### src/logic/cache_geom_pkg.sv
/*
 * Cache and memory geometry
 * Address split, word size and bank layout shared by all blocks
 */
`default_nettype none

package cache_geom_pkg;

   // Byte address and word
   localparam int ADDR_W         = 16;
   localparam int DATA_W         = 16;

   // Address fields, index on top, tag below it, then word and byte bits
   localparam int INDEX_W        = 8;
   localparam int TAG_W          = 5;
   localparam int WORDS_PER_LINE = 4;
   localparam int NUM_LINES      = 2 ** INDEX_W;

   // Word-interleaved main memory
   localparam int NUM_BANKS      = 4;
   localparam int BANK_AW        = ADDR_W - $clog2(NUM_BANKS) - 1;

   typedef logic [ADDR_W-1:0]                 addr_t;
   typedef logic [DATA_W-1:0]                 data_t;
   typedef logic [TAG_W-1:0]                  tag_t;
   typedef logic [INDEX_W-1:0]                index_t;
   typedef logic [$clog2(WORDS_PER_LINE)-1:0] word_sel_t;
   typedef logic [$clog2(NUM_BANKS)-1:0]      bank_sel_t;
   typedef logic [BANK_AW-1:0]                bank_addr_t;

endpackage

`default_nettype wire

### src/logic/req_decode.sv
/*
 * Request decoder
 * Captures a read or write strobe and splits the byte address
 */
`default_nettype none
`timescale 1ns/100ps

module req_decode
   import cache_geom_pkg::*;
(
   input  logic      clk,
   input  logic      rst,
   input  addr_t     addr,
   input  data_t     data_in,
   input  logic      rd,
   input  logic      wr,
   input  logic      busy,
   output logic      req_valid,
   output logic      req_write,
   output tag_t      req_tag,
   output index_t    req_index,
   output word_sel_t req_word,
   output data_t     req_data,
   output logic      req_misaligned
);

   logic capture;

   // Strobes while the controller is busy are dropped
   assign capture = (rd || wr) && !busy;

   always_ff @(posedge clk) begin
      if (rst) begin
         req_valid <= 1'b0;
      end else begin
         req_valid <= capture;
      end
   end

   // Fields held until the next accepted strobe
   always_ff @(posedge clk) begin
      if (capture) begin
         req_write      <= wr;
         req_index      <= addr[ADDR_W-1 -: INDEX_W];
         req_tag        <= addr[3 +: TAG_W];
         req_word       <= addr[1 +: $bits(word_sel_t)];
         req_data       <= data_in;
         // Byte bit set means an odd address
         req_misaligned <= addr[0];
      end
   end

endmodule

`default_nettype wire

### config.mk
export PLATFORM = sky130hd
export DESIGN_NAME = req_decode
export DESIGN_NICKNAME = d
export VERILOG_FILES = /design/src/logic/cache_geom_pkg.sv /design/src/logic/req_decode.sv
export SDC_FILE = /design/constraint.sdc
export NUM_CORES = 1
export LEC_CHECK = 0
export ABC_AREA = 0
export BUFFER_PORTS_ARGS = -buffer_cell sky130_fd_sc_hd__buf_2
export CELL_PAD_IN_SITES_DETAIL_PLACEMENT = 0
export CELL_PAD_IN_SITES_GLOBAL_PLACEMENT = 1
export CORE_ASPECT_RATIO = 1.1
export CORE_UTILIZATION = 31
export CTS_CLUSTER_SIZE = 20
export DETAILED_ROUTE_END_ITERATION = 10
export GPL_ROUTABILITY_DRIVEN = 0
export PLACE_DENSITY = 0.87
export SLEW_MARGIN = 10
export SYNTH_ARGS = -nofsm -noshare
export SYNTH_HDL_FRONTEND = slang
export SYNTH_SLANG_ARGS = --single-unit
export TNS_END_PERCENT = 30
### constraint.sdc
create_clock -name clk -period 2.65 [get_ports clk]
set_clock_uncertainty 0.05 [all_clocks]
set_input_delay 0.53 -clock clk [delete_from_list [all_inputs] [get_ports clk]]
set_output_delay 0.53 -clock clk [all_outputs]
set_load 0.02 [all_outputs]
### Yosys cells after proc, flatten, opt, wreduce, memory -nomap -nowiden

Index checks and enable logic that the tools add are counted.
Widths: inputs -> output; s select.

| cells by class | value |
|---|---|
| reductions and logical operators | 3 |

Operator list:

| operator | number |
|---|---|
| $logic_and 1x1->1 | 1 |
| $logic_not 1->1 | 1 |
| $logic_or 1x1->1 | 1 |

| storage, ports and cells | value |
|---|---|
| register bits after elaboration | 34 |
| bits of input ports | 37 |
| logic and storage cells | 10 |

### Logic depth before layout (Yosys ltp)

Gate-level depths: netlist of the first run.

| depth | value |
|---|---|
| word-level depth | 2 |
| depth in mapped cells | 2 |

### Worst setup path before layout of the first run

OpenSTA, ideal clock, no wires.

| timing | value |
|---|---|
| path kind | in2reg |
| start | in wr |
| end | reg req_data[0], enable pin |
| setup time | 0.424 ns |
| arrival | 1.974 ns |
| slack | 0.202 ns |
| stages on the path | 2 |
| cell sequence | nor2_2 -> nor2_1 |

| between the ends | value |
|---|---|
| cells in the longest elaborated chain, start to end | 2 |

RTL lines:

| what | line | RTL |
|---|---|---|
| start: declaration | req_decode.sv:16 | `input logic wr,` |
| $logic_or 1x1->1 | req_decode.sv:30 | `assign capture = (rd \|\| wr) && !busy;` |
| $logic_and 1x1->1 | req_decode.sv:30 |  |
| via capture | req_decode.sv:27 | `logic capture;` |
| end signal: assignment | req_decode.sv:47 | `req_data <= data_in;` |
| end: declaration | req_decode.sv:23 | `output data_t req_data,` |

The timed path passes the listed nets, and every way through them passes these cells.
A chain may end at the register's enable or synchronous reset.

### Worst setup path after layout of the first run

| timing | value |
|---|---|
| start | reg req_tag[1] |
| end | out req_tag[1] |

RTL lines:

| what | line | RTL |
|---|---|---|
| start: declaration | req_decode.sv:20 | `output tag_t req_tag,` |
| start signal: assignment | req_decode.sv:45 | `req_tag <= addr[3 +: TAG_W];` |

No word-level cell between the ends.

==> results of run 1 <==
per-stage QoR:
step | cells | hold WS (ps) | cell area (sq um) | worst slack, ps
2_1_floorplan | 37 | 549 | 1030 | 202
4_1_cts | 150 | 309 | 1480 | 1170
5_1_grt | 150 | 295 | 1480 | 1140
3_3_place_gp | 142 | 652 | 1430 | 1120
6_report | 150 | 320 | 1480 | 1200
3_5_place_dp | 142 | 656 | 1430 | 1060
final timing paths:
kind	start	end	slack, ps	cells past startpoint
min	rst	req_valid	320	2
max	req_tag[1]	req_tag[1]	1200	1
registers in the layout (all words and copies together) (netlist names):
| name | count |
|---|---|
| req_tag | 5 |
| req_write | 1 |
| req_misaligned | 1 |
| req_index | 8 |
| req_data | 16 |
| req_word | 2 |
| req_valid | 1 |
cells in the final DEF, fill, tap and decap left out:
| master | count |
|---|---|
| clkbuf_1 | 3 |
| buf_4 | 1 |
| clkbuf_4 | 5 |
| edfxtp_1 | 33 |
| buf_2 | 70 |
| dfxtp_1 | 1 |
| nor3_2 | 1 |
| nor2_2 | 2 |
cells by family (layout without fill, tap and decap cells):
kind of cell	Yosys count	after routing	share of synthesized area (%)
DFF	34	34	98.1
and+or+nand+nor	3	3	1.94
buffers and inverters	0	79	0
area by class of cell:
class / count / area share (%)
multi-input cells: 3 / 1.52
repair buffers: 71 / 24.1
clock buffers: 8 / 3.29
flip-flops and latches: 34 / 68.2
well taps: 34 / 2.87
metal layers:
metal  global-route usage, %  part of all wire, %  vias up
li1                        -                    -      305
met1                    9.31                   32      294
met2                    20.6                   56       38
met3                    6.83                   12        2
met4                    6.40                 0.41        0
met5                       0                    0        -
power by group:
| group | switching, mW | internal, mW | total [mW] |
|---|---|---|---|
| clock network | 0.150 | 0.106 | 0.256 |
| logic | 0.0920 | 0.0495 | 0.142 |
| registers | 0.00994 | 0.640 | 0.650 |
| total | 0.252 | 0.795 | 1.05 |
==> reports/metrics.csv, run 1 <==
metric;value;unit
largest net degree at the start of global routing;33;
share of post-route cells with drive strength above 1;68.1;%
CORE AREA;0.00310;sq mm
Final Hold Vio Count;0;
die width;57.0;um
Period Utilization, post-route;54.8;%
sequential cell area;0.00101;sq mm
DR vias;639;
outcome;finished with violations;
TritonCTS Buffers;5;
slowest stage cell, crit path;edfxtp_1;
Num Clock Sinks;34;
EDFF count, synth;33;
max_cap viols;0;
Buf+Inv Stages, Crit Path;1;
cts hold-fix bufs;0;
Syn Nets;74;
top cells by count, synth;33 x edfxtp_1, 1 x dfxtp_1, 1 x nor2_1, 1 x nor2_2, 1 x nor3_2;
f_max;689;MHz
TNS Setup;0;ps
Post-DP HPWL;1.43;mm
CP startpoint kind;register;
Cell Chain, Critical Path;buf_2;
Starting DRT DRC Count;37;
CTS tree;yes;
ys async rst share;0;%
Initial Util;33.3;%
DIE AREA;0.00356;sq mm
CTS HTree Levels;2;
postcts setup bufs;0;
number of global-route vias before repair;676;
YS warnings;0;
Rel. slew slack;74.0;%
multi-input combinational cell area;22.5;sq um
Top delay family on crit path;flip-flops;
peak fanout along the critical path;1;
clock root buffer;clkbuf_4;
global-route wire length before repair;2.88;mm
crit path DAT;870;ps
Least-Margin Pin Slew;390;ps
clock buffer depth;2;
Power, Total;1.05;mW
Peak supply drop;0.311;mV
initial antenna violation count;0;
P_leak;0.638;nW
drt total wl;1.94;mm
post_cts resized;0;
kind of critical path;register to output pin;
Crit. End Element;output pin;
CP required;2070;ps
# rows;21;
nets@finish;152;
RSZ-0062 raised after global routing;no;
Syn Area/Cell;27.9;sq um
sequential fraction of the synthesis area;98.1;%
Die Ht;62.5;um
Max stage delay on crit path;380;ps
failing checks;design-rule violations;
Cell variety after synth;5;
DRC violations left;11;
Hold Path Class;primary input to register;
n_diodes;0;
Area Growth Syn to Fin;43.8;%
count leader, synth;edfxtp_1;
Filler cells;294;
Final Max Tran Viols;0;
Synth Instances;37;
Synth Cell Area;0.00103;sq mm
total grt overflow;0;
Routed WL per cell;12.9;um
first drt pass iteration count;7;
PortBufs;70;
gr usage total;11.5;%
I/O pin cnt;71;
CTS clock-pin slew for the worst setup and hold paths;90;ps
post-route ant nets;0;
Final min period;1450;ps
Vias per Instance;4.26;
Util after Layout;47.8;%
largest cells by area after synthesis;edfxtp_1 96%, dfxtp_1 1.9%, nor3_2 0.97%;
area share of the largest cell type after synthesis;96.1;%
final setup violation count;0;
power per cell area;706;mW/mm^2
Synth Register Bits;34;
Main synth FF type;edfxtp_1;
cell taking the most area after synthesis;edfxtp_1;
(Power assumes the default switching activity.)
==> inputs of run 2 (changes only) <==
Settings changed: CORE_UTILIZATION 31 to 28, PLACE_DENSITY 0.87 to 0.84.
Clock period 2.65 ns to 1.3 ns, I/O delays scaled along.
==> reports/metrics.csv, run 2 (synthesis results as in run 1) <==
metric;value;unit;change
outcome;complete, no violations;;was finished with violations
Top reg by flops;req_data;;unchanged
CTS HTree Levels;2;;unchanged
PortBufs;70;;unchanged
crit path DAT;890;ps;was 870 ps
Cells after DPL;157;;was 142
CP required;990;ps;was 2070 ps
global-route wire length before repair;2.48;mm;was 2.88 mm
Routed WL per cell;10.8;um;was 12.9 um
TritonCTS Buffers;5;;unchanged
Initial Util;30.2;%;was 33.3%
CP startpoint kind;register;;unchanged
total grt overflow;0;;unchanged
RSZ-0062 raised after global routing;no;;unchanged
# rows;22;;was 21
DIE AREA;0.00393;sq mm;was 0.00356 sq mm
pre-CTS setup slack;213;ps;was 1060 ps
Net Sw Power;0.537;mW;was 0.252 mW
Sw Ratio;22.8;%;was 24.1%
postcts setup bufs;0;;unchanged
n_diodes;0;;unchanged
drt total wl;1.78;mm;was 1.94 mm
Top delay family on crit path;flip-flops;;unchanged
non-filler cells, final;165;;was 150
Vias per Instance;3.93;;was 4.26
I/O pin cnt;71;;unchanged
Hold Path Class;primary input to register;;unchanged
Final min period;1200;ps;
CTS clock-pin slew for the worst setup and hold paths;100;ps;was 90 ps
Rel. slew slack;87.5;%;was 74.0%
Num Clock Sinks;34;;unchanged
Least-Margin Pin Slew;188;ps;was 390 ps
share of post-route cells with drive strength above 1;70.9;%;was 68.1%
Max stage delay on crit path;390;ps;was 380 ps
Util after Layout;45.9;%;was 47.8%
Crit. End Element;output pin;;unchanged
gr usage total;9.35;%;was 11.5%
clock buffer depth;2;;unchanged
Comb power frac;12.9;%;was 13.5%
cell internal pwr;1.82;mW;was 0.795 mW
power per cell area;1500;mW/mm^2;was 706 mW/mm^2
final worst slack;101;ps;was 1200 ps
Area Growth Syn to Fin;51.9;%;was 43.8%
initial antenna violation count;0;;unchanged
DR vias;648;;was 639
Peak supply drop;0.752;mV;was 0.311 mV
Die Ht;65.6;um;was 62.5 um
kind of critical path;register to output pin;;unchanged
die width;59.9;um;was 57.0 um
commonest non-fill, non-tap cell in the layout;buf_2;;unchanged
peak fanout along the critical path;1;;unchanged
slowest stage cell, crit path;edfxtp_1;;unchanged
post_cts resized;0;;unchanged
CTS tree;yes;;unchanged
cts hold-fix bufs;0;;unchanged
Final Hold Vio Count;0;;unchanged
Buf+Inv Stages, Crit Path;1;;unchanged
largest net degree at the start of global routing;18;;was 33
Period Utilization, post-route;92.2;%;
first drt pass iteration count;3;;was 7
most frequent cells in the layout;70 x buf_2, 33 x edfxtp_1, 5 x clkbuf_4;;unchanged
max_cap viols;0;;unchanged
nets@finish;153;;was 152
final setup violation count;0;;unchanged
clock root buffer;clkbuf_4;;unchanged
share of power burned in registers;56.3;%;was 62.1%
f_max;834;MHz;
Clock power frac;30.9;%;was 24.4%
number of global-route vias before repair;597;;was 676
Filler cells;337;;was 294
P_leak;0.671;nW;was 0.638 nW
Cell Chain, Critical Path;buf_2;;unchanged
Final Max Tran Viols;0;;unchanged
DRC violations left;0;;was 11
post-route ant nets;0;;unchanged
TNS Setup;0;ps;unchanged
worst hold slack;37.2;ps;was 320 ps
max reg flops;16;;unchanged
largest registers;req_data (16), req_index (8), req_tag (5);;unchanged
CORE AREA;0.00341;sq mm;was 0.00310 sq mm
Starting DRT DRC Count;19;;was 37
[run 2: worst paths after layout]
kind / slack (ps) / from / cells after the start / endpoint
max: 100 / req_index[5] / 1 / req_index[5]
min: 40 / rst / 2 / req_valid
[run 2: power by group through the flow]
stage | clock [mW] | combinational (mW) | sequential (mW)
4_1_cts | 0.755 | 0.309 | 1.33
6_report | 0.726 | 0.303 | 1.32
5_1_grt | 0.805 | 0.322 | 1.33
2_1_floorplan | 0 | 0.0231 | 1.48
3_3_place_gp | 0 | 0.304 | 1.35
3_5_place_dp | 0 | 0.309 | 1.35
[run 2: final cells by class]
type,count,area (sq um),area share (%)
Multi-Input combinational cell,3,27.5,1.76
Timing Repair Buffer,72,390,24.9
Clock buffer,5,37.5,2.40
Tap cell,48,60.1,3.83
Sequential cell,34,1010,64.5
Clock inverter,3,40.0,2.56
[run 2: per-layer routing]
| metal | up-vias | part of all wire, % | track usage, % |
|---|---|---|---|
| met3 | 5 | 11 | 5.71 |
| li1 | 305 | - | - |
| met5 | - | 0 | 0 |
| met4 | 0 | 2.1 | 6.10 |
| met1 | 297 | 33 | 8.03 |
| met2 | 41 | 54 | 15.7 |
[run 2: metrics by stage]
step	instance area, sq um	power [mW]
2_1_floorplan	1040	1.50
3_3_place_gp	1490	1.65
3_5_place_dp	1490	1.66
4_1_cts	1570	2.39
5_1_grt	1570	2.46
6_report	1570	2.35
