**src/logic/cache_ctrl_pkg.sv**
```systemverilog
/*
 * Miss controller protocol
 * FSM states and burst timing for writeback and fill
 */
`default_nettype none

package cache_ctrl_pkg;

   typedef enum logic [2:0] {
      IDLE,
      WRITE_BACK,
      FILL_ISSUE,
      FILL_DRAIN,
      RETRY
   } ctrl_state_t;

   // Bank read to data, in cycles
   localparam int MEM_RD_LATENCY = 2;
   // Words per writeback or fill burst
   localparam int BURST_LEN      = 4;
   // Fill issue beats plus the drain tail
   localparam int FILL_STEPS     = BURST_LEN + MEM_RD_LATENCY;

   typedef logic [2:0] fill_step_t;

endpackage

`default_nettype wire

```
**src/logic/cache_geom_pkg.sv**
```systemverilog
/*
 * Cache and memory geometry
 * Address split, word size and bank layout shared by all blocks
 */
`default_nettype none

package cache_geom_pkg;

   // Byte address and word
   localparam int ADDR_W         = 16;
   localparam int DATA_W         = 16;

   // Address fields, index on top, tag below it, then word and byte bits
   localparam int INDEX_W        = 8;
   localparam int TAG_W          = 5;
   localparam int WORDS_PER_LINE = 4;
   localparam int NUM_LINES      = 2 ** INDEX_W;

   // Word-interleaved main memory
   localparam int NUM_BANKS      = 4;
   localparam int BANK_AW        = ADDR_W - $clog2(NUM_BANKS) - 1;

   typedef logic [ADDR_W-1:0]                 addr_t;
   typedef logic [DATA_W-1:0]                 data_t;
   typedef logic [TAG_W-1:0]                  tag_t;
   typedef logic [INDEX_W-1:0]                index_t;
   typedef logic [$clog2(WORDS_PER_LINE)-1:0] word_sel_t;
   typedef logic [$clog2(NUM_BANKS)-1:0]      bank_sel_t;
   typedef logic [BANK_AW-1:0]                bank_addr_t;

endpackage

`default_nettype wire

```
**src/logic/bank_if.sv**
```systemverilog
/*
 * Controller to main memory link
 * One word access per cycle, read data after a fixed latency
 */
`default_nettype none
`timescale 1ns/100ps

interface bank_if
   import cache_geom_pkg::*;
();

   addr_t addr;
   data_t wdata;
   logic  wr;
   logic  rd;
   // Valid MEM_RD_LATENCY cycles after rd
   data_t rdata;

   modport master (output addr, wdata, wr, rd, input rdata);
   modport slave  (input addr, wdata, wr, rd, output rdata);

endinterface

`default_nettype wire

```
**src/logic/cache_if.sv**
```systemverilog
/*
 * Controller to cache array link
 * Compare or install accesses, with lookup results back
 */
`default_nettype none
`timescale 1ns/100ps

interface cache_if
   import cache_geom_pkg::*;
();

   // Access request
   logic      enable;
   logic      comp;
   logic      write;
   index_t    index;
   tag_t      tag_in;
   word_sel_t word;
   data_t     wdata;
   logic      valid_in;

   // Lookup result, combinational
   data_t     rdata;
   tag_t      tag_out;
   logic      hit;
   logic      dirty;

   modport master (
      output enable, comp, write, index, tag_in, word, wdata, valid_in,
      input  rdata, tag_out, hit, dirty
   );

   modport slave (
      input  enable, comp, write, index, tag_in, word, wdata, valid_in,
      output rdata, tag_out, hit, dirty
   );

endinterface

`default_nettype wire

```
**src/logic/cache_ctrl.sv**
```systemverilog
/*
 * Miss-handling controller
 * Hit, writeback, fill and retry sequencing with registered responses
 */
`default_nettype none
`timescale 1ns/100ps

module cache_ctrl
   import cache_geom_pkg::*;
   import cache_ctrl_pkg::*;
(
   input  logic      clk,
   input  logic      rst,
   input  logic      req_valid,
   input  logic      req_write,
   input  tag_t      req_tag,
   input  index_t    req_index,
   input  word_sel_t req_word,
   input  data_t     req_data,
   input  logic      req_misaligned,
   output logic      busy,
   cache_if.master   cif,
   bank_if.master    bif,
   output data_t     data_out,
   output logic      done,
   output logic      stall,
   output logic      cache_hit,
   output logic      err
);

   ctrl_state_t state;
   ctrl_state_t next_state;
   // Beat counter for writeback and fill
   fill_step_t  step;
   fill_step_t  next_step;

   logic next_done;
   logic next_err;
   logic next_hit;
   logic load_data;

   // Busy from capture until the response cycle
   assign busy  = req_valid || (state != IDLE);
   assign stall = busy;

   always_comb begin
      next_state   = state;
      next_step    = step + fill_step_t'(1);
      next_done    = 1'b0;
      next_err     = 1'b0;
      next_hit     = 1'b0;
      load_data    = 1'b0;

      // Default is the requested word, no access
      cif.enable   = 1'b0;
      cif.comp     = 1'b0;
      cif.write    = 1'b0;
      cif.index    = req_index;
      cif.tag_in   = req_tag;
      cif.word     = req_word;
      cif.wdata    = req_data;
      cif.valid_in = 1'b0;

      bif.addr     = '0;
      bif.wdata    = '0;
      bif.wr       = 1'b0;
      bif.rd       = 1'b0;

      case (state)
         IDLE: begin
            next_step = '0;
            if (req_valid && req_misaligned) begin
               // Odd address, answer without touching anything
               next_done = 1'b1;
               next_err  = 1'b1;
            end else if (req_valid) begin
               cif.enable   = 1'b1;
               cif.comp     = 1'b1;
               cif.write    = req_write;
               cif.valid_in = 1'b1;
               if (cif.hit) begin
                  next_done = 1'b1;
                  next_hit  = 1'b1;
                  load_data = !req_write;
               end else if (cif.dirty) begin
                  next_state = WRITE_BACK;
               end else begin
                  next_state = FILL_ISSUE;
               end
            end
         end

         WRITE_BACK: begin
            // Old line goes out under its stored tag
            cif.enable = 1'b1;
            cif.word   = word_sel_t'(step);
            bif.wr     = 1'b1;
            bif.addr   = {req_index, cif.tag_out, word_sel_t'(step), 1'b0};
            bif.wdata  = cif.rdata;
            if (step == fill_step_t'(BURST_LEN - 1)) begin
               next_state = FILL_ISSUE;
               next_step  = '0;
            end
         end

         FILL_ISSUE, FILL_DRAIN: begin
            if (state == FILL_ISSUE) begin
               bif.rd   = 1'b1;
               bif.addr = {req_index, req_tag, word_sel_t'(step), 1'b0};
            end
            // Install trails the issue by the read latency
            if (step >= fill_step_t'(MEM_RD_LATENCY)) begin
               cif.enable   = 1'b1;
               cif.write    = 1'b1;
               cif.valid_in = 1'b1;
               cif.word     = word_sel_t'(step - fill_step_t'(MEM_RD_LATENCY));
               cif.wdata    = bif.rdata;
            end
            if (state == FILL_ISSUE && step == fill_step_t'(BURST_LEN - 1)) begin
               next_state = FILL_DRAIN;
            end
            if (state == FILL_DRAIN && step == fill_step_t'(FILL_STEPS - 1)) begin
               next_state = RETRY;
            end
         end

         RETRY: begin
            // Line is present now, repeat the original access
            cif.enable   = 1'b1;
            cif.comp     = 1'b1;
            cif.write    = req_write;
            cif.valid_in = 1'b1;
            next_done    = 1'b1;
            load_data    = !req_write;
            next_state   = IDLE;
         end

         default: begin
            next_state = IDLE;
         end
      endcase
   end

   always_ff @(posedge clk) begin
      if (rst) begin
         state     <= IDLE;
         step      <= '0;
         done      <= 1'b0;
         err       <= 1'b0;
         cache_hit <= 1'b0;
      end else begin
         state     <= next_state;
         step      <= next_step;
         done      <= next_done;
         err       <= next_err;
         cache_hit <= next_hit;
      end
   end

   // Read data held between responses
   always_ff @(posedge clk) begin
      if (load_data) begin
         data_out <= cif.rdata;
      end
   end

endmodule

`default_nettype wire

```
**src/flat_wrapper.sv**
```systemverilog
// flat-port wrapper written by rule: the top's interface ports become plain ports
module cache_ctrl_flat import cache_geom_pkg::*; import cache_ctrl_pkg::*;
  (clk, rst, req_valid, req_write, req_tag, req_index, req_word, req_data, req_misaligned, busy, data_out, done, stall, cache_hit, err, cif_enable, cif_comp, cif_write, cif_index, cif_tag_in, cif_word, cif_wdata, cif_valid_in, cif_rdata, cif_tag_out, cif_hit, cif_dirty, bif_addr, bif_wdata, bif_wr, bif_rd, bif_rdata);
  cache_if cif_i ();
  bank_if bif_i ();
  input  logic clk;
  input  logic rst;
  input  logic req_valid;
  input  logic req_write;
  input  tag_t req_tag;
  input  index_t req_index;
  input  word_sel_t req_word;
  input  data_t req_data;
  input  logic req_misaligned;
  output logic busy;
  output data_t data_out;
  output logic done;
  output logic stall;
  output logic cache_hit;
  output logic err;
  output wire logic [$bits(cif_i.enable)-1:0] cif_enable;
  output wire logic [$bits(cif_i.comp)-1:0] cif_comp;
  output wire logic [$bits(cif_i.write)-1:0] cif_write;
  output wire logic [$bits(cif_i.index)-1:0] cif_index;
  output wire logic [$bits(cif_i.tag_in)-1:0] cif_tag_in;
  output wire logic [$bits(cif_i.word)-1:0] cif_word;
  output wire logic [$bits(cif_i.wdata)-1:0] cif_wdata;
  output wire logic [$bits(cif_i.valid_in)-1:0] cif_valid_in;
  input wire logic [$bits(cif_i.rdata)-1:0] cif_rdata;
  input wire logic [$bits(cif_i.tag_out)-1:0] cif_tag_out;
  input wire logic [$bits(cif_i.hit)-1:0] cif_hit;
  input wire logic [$bits(cif_i.dirty)-1:0] cif_dirty;
  output wire logic [$bits(bif_i.addr)-1:0] bif_addr;
  output wire logic [$bits(bif_i.wdata)-1:0] bif_wdata;
  output wire logic [$bits(bif_i.wr)-1:0] bif_wr;
  output wire logic [$bits(bif_i.rd)-1:0] bif_rd;
  input wire logic [$bits(bif_i.rdata)-1:0] bif_rdata;
  assign cif_enable = cif_i.enable;
  assign cif_comp = cif_i.comp;
  assign cif_write = cif_i.write;
  assign cif_index = cif_i.index;
  assign cif_tag_in = cif_i.tag_in;
  assign cif_word = cif_i.word;
  assign cif_wdata = cif_i.wdata;
  assign cif_valid_in = cif_i.valid_in;
  assign cif_i.rdata = cif_rdata;
  assign cif_i.tag_out = cif_tag_out;
  assign cif_i.hit = cif_hit;
  assign cif_i.dirty = cif_dirty;
  assign bif_addr = bif_i.addr;
  assign bif_wdata = bif_i.wdata;
  assign bif_wr = bif_i.wr;
  assign bif_rd = bif_i.rd;
  assign bif_i.rdata = bif_rdata;
  cache_ctrl u_core (.clk(clk), .rst(rst), .req_valid(req_valid), .req_write(req_write), .req_tag(req_tag), .req_index(req_index), .req_word(req_word), .req_data(req_data), .req_misaligned(req_misaligned), .busy(busy), .cif(cif_i), .bif(bif_i), .data_out(data_out), .done(done), .stall(stall), .cache_hit(cache_hit), .err(err));
endmodule
```
**config.mk**
```make
export PLATFORM = sky130hd
export DESIGN_NAME = cache_ctrl_flat
export DESIGN_NICKNAME = d
export VERILOG_FILES = /design/src/logic/cache_ctrl_pkg.sv /design/src/logic/cache_geom_pkg.sv /design/src/logic/bank_if.sv /design/src/logic/cache_if.sv /design/src/logic/cache_ctrl.sv /design/src/flat_wrapper.sv
export SDC_FILE = /design/constraint.sdc
export NUM_CORES = 1
export LEC_CHECK = 0
export CAP_MARGIN = 20
export CORE_AREA = 5 5 75 104
export CTS_CLUSTER_DIAMETER = 80
export DETAILED_ROUTE_END_ITERATION = 10
export DIE_AREA = 0 0 80 109
export DONT_BUFFER_PORTS = 1
export HOLD_SLACK_MARGIN = 0.1
export PLACE_DENSITY_LB_ADDON = 0.12
export RECOVER_POWER = 25
export SLEW_MARGIN = 20
export SYNTH_ARGS = -nofsm -noshare
export SYNTH_HDL_FRONTEND = slang
export SYNTH_SLANG_ARGS = --single-unit
```
**constraint.sdc**
```tcl
create_clock -name clk -period 3.5 [get_ports clk]
set_clock_uncertainty 0.2 [all_clocks]
set_input_delay 0.7 -clock clk [delete_from_list [all_inputs] [get_ports clk]]
set_output_delay 0.7 -clock clk [all_outputs]
set_load 0.02 [all_outputs]
```
---- Yosys cells after proc, flatten, opt, wreduce, memory -nomap -nowiden ----
Index checks and enable logic that the tools add are counted.
cells by class
  multiplexer cells ....................... 38
  $lt $le $gt $ge ......................... 1
  bitwise logic cells ..................... 1
  reduce and logical (&&, ||, !) cells .... 12
  $add $sub $neg .......................... 2
  equal/unequal tests ..................... 11
operators with widths
  cell                                                                   count
  16-bit two-way mux                                                     4
  16-bit one-hot mux with 2 select lines                                 1
  3-bit two-way mux                                                      7
  1-bit two-way mux                                                      15
  3-bit by 2-bit equality test with 1-bit output, second input constant  3
  1-bit one-hot mux with 3 select lines                                  3
  3-bit one-hot mux with 3 select lines                                  1
  3-bit equality test, second input constant                             2
  2-bit != test, second input constant                                   3
  1-bit one-hot mux with 2 select lines                                  3
  3-bit one-hot mux with 2 select lines                                  1
  2-bit OR reduction                                                     3
  5-bit AND reduction                                                    1
  2-bit two-way mux                                                      2
  2-bit one-hot mux with 2 select lines                                  1
  3-bit by 1-bit adder with 3-bit output, second input constant          1
  3-bit by 1-bit equality test with 1-bit output, second input constant  1
  3-bit by 2-bit >= comparator with 1-bit output, second input constant  1
  1-bit logical AND                                                      3
  3-bit logical NOT                                                      1
  3-bit by 1-bit != test with 1-bit output, second input constant        1
  3-bit nonzero test                                                     1
  3-bit OR reduction                                                     1
  2-bit by 1-bit != test with 1-bit output, second input constant        1
  other kinds (4)                                                        4
word-level totals
  output and inout port bits .............. 90
  logic and storage cells ................. 71
  bits in registers ....................... 25

---- Logic depth before layout (Yosys ltp) ----
  word-level depth ........................ 5
  depth in mapped cells ................... 6
  depth with buffers taken out ............ 6

---- Worst setup path before layout ----
Ideal clock, no wire load.
  kind .................................... input-to-reg
  from .................................... in req_valid
  to ...................................... reg u_core.data_out[0] (enable)
  setup time .............................. 409 ps
  required time ........................... 2891 ps
  data arrival time ....................... 2082 ps
  setup slack ............................. 808 ps
  stages on the path ...................... 3
  path through ............................ nor2b_1 -> a21oi_1 -> nor3_1
on the way
  cells in the longest elaborated chain, start to end .. 3
  elaborated cells between the ends (all ways) .. 4
  those cells by class .................... mux: 3; reduce/logical: 1
RTL lines
  element                                                 line                                RTL
  start, declared                                         flat_wrapper.sv:8                   input logic req_valid;
  1-bit two-way mux or 1-bit logical AND (tied branches)  cache_ctrl.sv:76, cache_ctrl.sv:72
  1-bit two-way mux *                                     cache_ctrl.sv:72                    if (req_valid && req_misaligned) begin
  1-bit one-hot mux with 2 select lines *                 cache_ctrl.sv:69                    case (state)
  named net u_core.load_data                              cache_ctrl.sv:40                    logic load_data;
  end signal, assigned                                    cache_ctrl.sv:163                   data_out <= cif.rdata;
  end, declared                                           cache_ctrl.sv:24                    output data_t data_out,
Mark *: on every way through the listed nets, which the timed path passes. The rest lies on a longest branch.
A chain may end at the register's enable or synchronous reset.

---- Worst setup path after layout ----
  from .................................... reg u_core.state[1]
  to ...................................... out cif_enable
on the way
  cells in the longest elaborated chain, start to end .. 3
  elaborated cells between the ends (all ways) .. 8
  those cells by class .................... eq/ne: 4; mux: 1; reduce/logical: 3
RTL lines
  element                                            line                RTL
  start, declared                                    cache_ctrl.sv:31    ctrl_state_t state;
  start signal, assigned                             cache_ctrl.sv:152   state <= next_state;
  3-bit equality test, or another cell as far along  cache_ctrl.sv:69
  2-bit OR reduction (on tied branches)              -
  1-bit one-hot mux with 3 select lines *            cache_ctrl.sv:69
  end, declared                                      flat_wrapper.sv:21  output wire logic [$bits(cif_i.enable)-1:0] cif_enable;
Mark *: on every way between the ends. The rest lies on a longest branch, timed or not.

==> summary.txt <==
Place
  – Port Buf Inserts: 0
  – Gp weighted congestion: roughly 0.90
  – HPWL Detailed: 4200 µm

Global route
  – Met2 Use GR: 0.186
  – Largest net degree at the start of global routing: 23
  – Grt met1 use: 0.106
  – GRT met3 Usage: 0.0314
  – Total Routing Usage GR: 0.101
  – Remaining Overflow, GRT: 0
  – Via count of the first global-routing pass: 1211
  – Initial antenna violation count: 0
  – Busiest layer in global routing: met2
  – Global-route wire length before repair: 6820 µm

Layout
  – Final nets: 225
  – Most frequent cells in the layout: and2_1, mux2_2, edfxtp_1, dfxtp_1, nor2_1
  – Area Overhead vs Synth: 3.38%
  – Commonest non-fill, non-tap cell in the layout: and2_1
  – Layout cells sized above 1: 0.224
  – Fillcell total: 762
  – # diodes: 0
  – Final Util: 0.246

Worst setup path
  – Worst Setup SP: u_core.state[1]
  – Startpoint Class: flop
  – CP endpoint kind: output pin
  – CP Cell Sequence: nand2b_2 > nor2_2 > or2_2 > o2bb2ai_1
  – CP delay by family, top: simple AND/OR/NAND/NOR gates
  – CP required: 2.60 ns
  – Crit-path max cell delay: 0.63 ns
  – Reg-to-Reg Start: u_core.state[0]
  – Critical path class: reg -> out
  – Slowest-stage cell, CP: nor2_2
  – Maximum fanout along the worst path: 18
  – Data arrival time at the worst-slack endpoint: 2.26 ns
  – Crit path buffers/inverters: 0

CTS
  – Worst-path clk slew: around 0.09 ns
  – Root Buffer: clkbuf_8
  – CTS tree: yes
  – Post-cts resize count: 0
  – Setup Buffers After CTS: 0
  – Clock Sinks: 25
  – CTS Hold Bufs: 0
  – Worst-Skew Late Latency: 0.26 ns
  – Clk buf depth: 2
  – H-tree levels: 1
  – Total CTS buffers: 3

Route
  – Drt drc: 0
  – Wirelength per Cell: 20.0 µm
  – DR vias: between 1k and 1.5k
  – Via density: between 4 and 5
  – Drt initial violations: 37
  – First drt pass iteration count: 4
  – Detailed Route WL: 4770 µm
  – Post-route antenna net violation count: 0

Die
  – Die area: 8720 µm²
  – Core area: 6850 µm²
  – IO Pins: ~170
  – Die Wd: roughly 80 µm
  – Starting Density: 0.238
  – Core Rows: 36
  – Die span in y: 109 µm

STA
  – F_max: ~0.32 GHz
  – Fin crit share: 0.903
  – Setup TNS: 0 ns
  – Setup violators final: 0
  – Pins Over Slew Limit: 0
  – Slew headroom: 0.480
  – Hold Violations, Final: 0
  – Worst-margin pin slew: roughly 0.8 ns
  – Unrepaired setup endpoints after global routing: no
  – Minimum clock period: about 3.2 ns

Pwr
  – Power Dens Cells: 453 nW/µm²
  – Total power: about 0.76 mW
  – Leak pwr: approximately 0.57 nW
  – Peak VDD IR: 0.000137 V

Synthesis
  – Synth Warn #: 0
  – Mapped cell area: 1630 µm²
  – Synthesized flop and latch total: 25
  – Syn avg cell area: 10.4 µm²
  – Post-Synthesis Cells: 157
  – Seq/Total Area, Yosys: 0.406
  – Netlist cell types: 37
  – Syn Nets: 238

Worst hold path
  – Hold crit path type: in -> reg
  – Hold_sp: rst

Job
  – Max-Cap Viols: 0

Run status
  – Outcome: finished clean
-- final timing paths --
check                     to  slack, ns  cells after the start
max reg2reg  u_core.state[0]       1.59                      4
max               cif_enable       0.34                      4
min reg2reg   u_core.step[0]       0.31                      1
min          u_core.state[2]       0.30                      1
-- power by group --
group / internal (mW) / switching (mW) / leakage, nW
clock network: 0.0794 / 0.0887 / 0.0255
logic: 0.0749 / 0.168 / 0.325
registers: 0.326 / 0.0242 / 0.218
total: 0.481 / 0.281 / 0.569
-- per-layer routing --
layer,wire length (µm),vias to the layer above,share of wire
met4,76,0,0.016
met3,380,8,0.080
met5,0,-,0
met2,2560,88,0.54
li1,-,505,-
met1,1750,524,0.37
-- cell type report --
| class | instances | area [µm²] | area share |
|---|---|---|---|
| Multi-Input combinational cell | 105 | 811 | 0.482 |
| Sequential cell | 25 | 661 | 0.393 |
| Tap cell | 95 | 119 | 0.0707 |
| Clock buffer | 3 | 41.3 | 0.0246 |
| Timing Repair Buffer | 3 | 22.5 | 0.0134 |
| Inverter | 6 | 22.5 | 0.0134 |
| Clock inverter | 1 | 5.00 | 0.00298 |
-- flip-flops by register name, indices dropped and copies added (netlist names) --
register,count
u_core.state,3
u_core.data_out,16
u_core.step,3
u_core.err,1
u_core.done,1
u_core.cache_hit,1
-- worst reg2reg max path: stages (launching register included) --
cell	delay, ns
dfxtp_1	0.61
nor2_1	0.21
a32o_2	0.32
o21bai_4	0.17
mux2_4	0.29
-- synth_stat cells, drive strengths merged --
library cell,instances,area [µm²]
ha,6,75.1
a211oi,4,30.0
xnor2,1,8.76
o21bai,1,18.8
and4,2,17.5
nor3b,1,12.5
a21oi,4,20.0
nor4b,1,8.76
clkbuf,3,11.3
inv,6,22.5
edfxtp,16,480
nor2b,2,12.5
or2,2,12.5
nor2,9,36.3
and2,24,150
nand2,5,18.8
a32o,1,11.3
dfxtp,9,180
mux2,17,195
a31oi,1,6.26
conb,1,3.75
o21a,1,7.51
or3b,1,8.76
buf,18,133
o21ai,4,20.0
a211o,1,8.76
a221o,1,10.0
o2bb2ai,1,8.76
nand2b,2,15.0
a22o,5,43.8
nor3,5,25.0
or3,1,6.26
a21o,1,7.51
-- logic make-up (layout without fill, tap and decap cells) --
logic type,after synthesis,count (layout),synth area share
AND/OR/NAND/NOR,55,55,0.199
buffers and inverters,27,13,0.102
AO/OA/AOI/OAI,25,25,0.118
flip-flops,25,25,0.406
multiplexers,17,17,0.120
adder cells (fa/ha/maj),6,6,0.0462
other,1,1,0.00231
XOR/XNOR,1,1,0.00539
-- through the flow --
stage               area [µm²]  setup slack (ns)  cells  hold slack (ns)
detailed placement        1640             0.612    234            0.298
floorplan                 1630             0.808    157            0.250
global route              1680             0.133    238            0.274
global placement          1640             0.686    234            0.276
finish                    1680             0.338    238            0.297
CTS                       1680             0.301    238            0.285
Power figures use the tool's default switching activity.
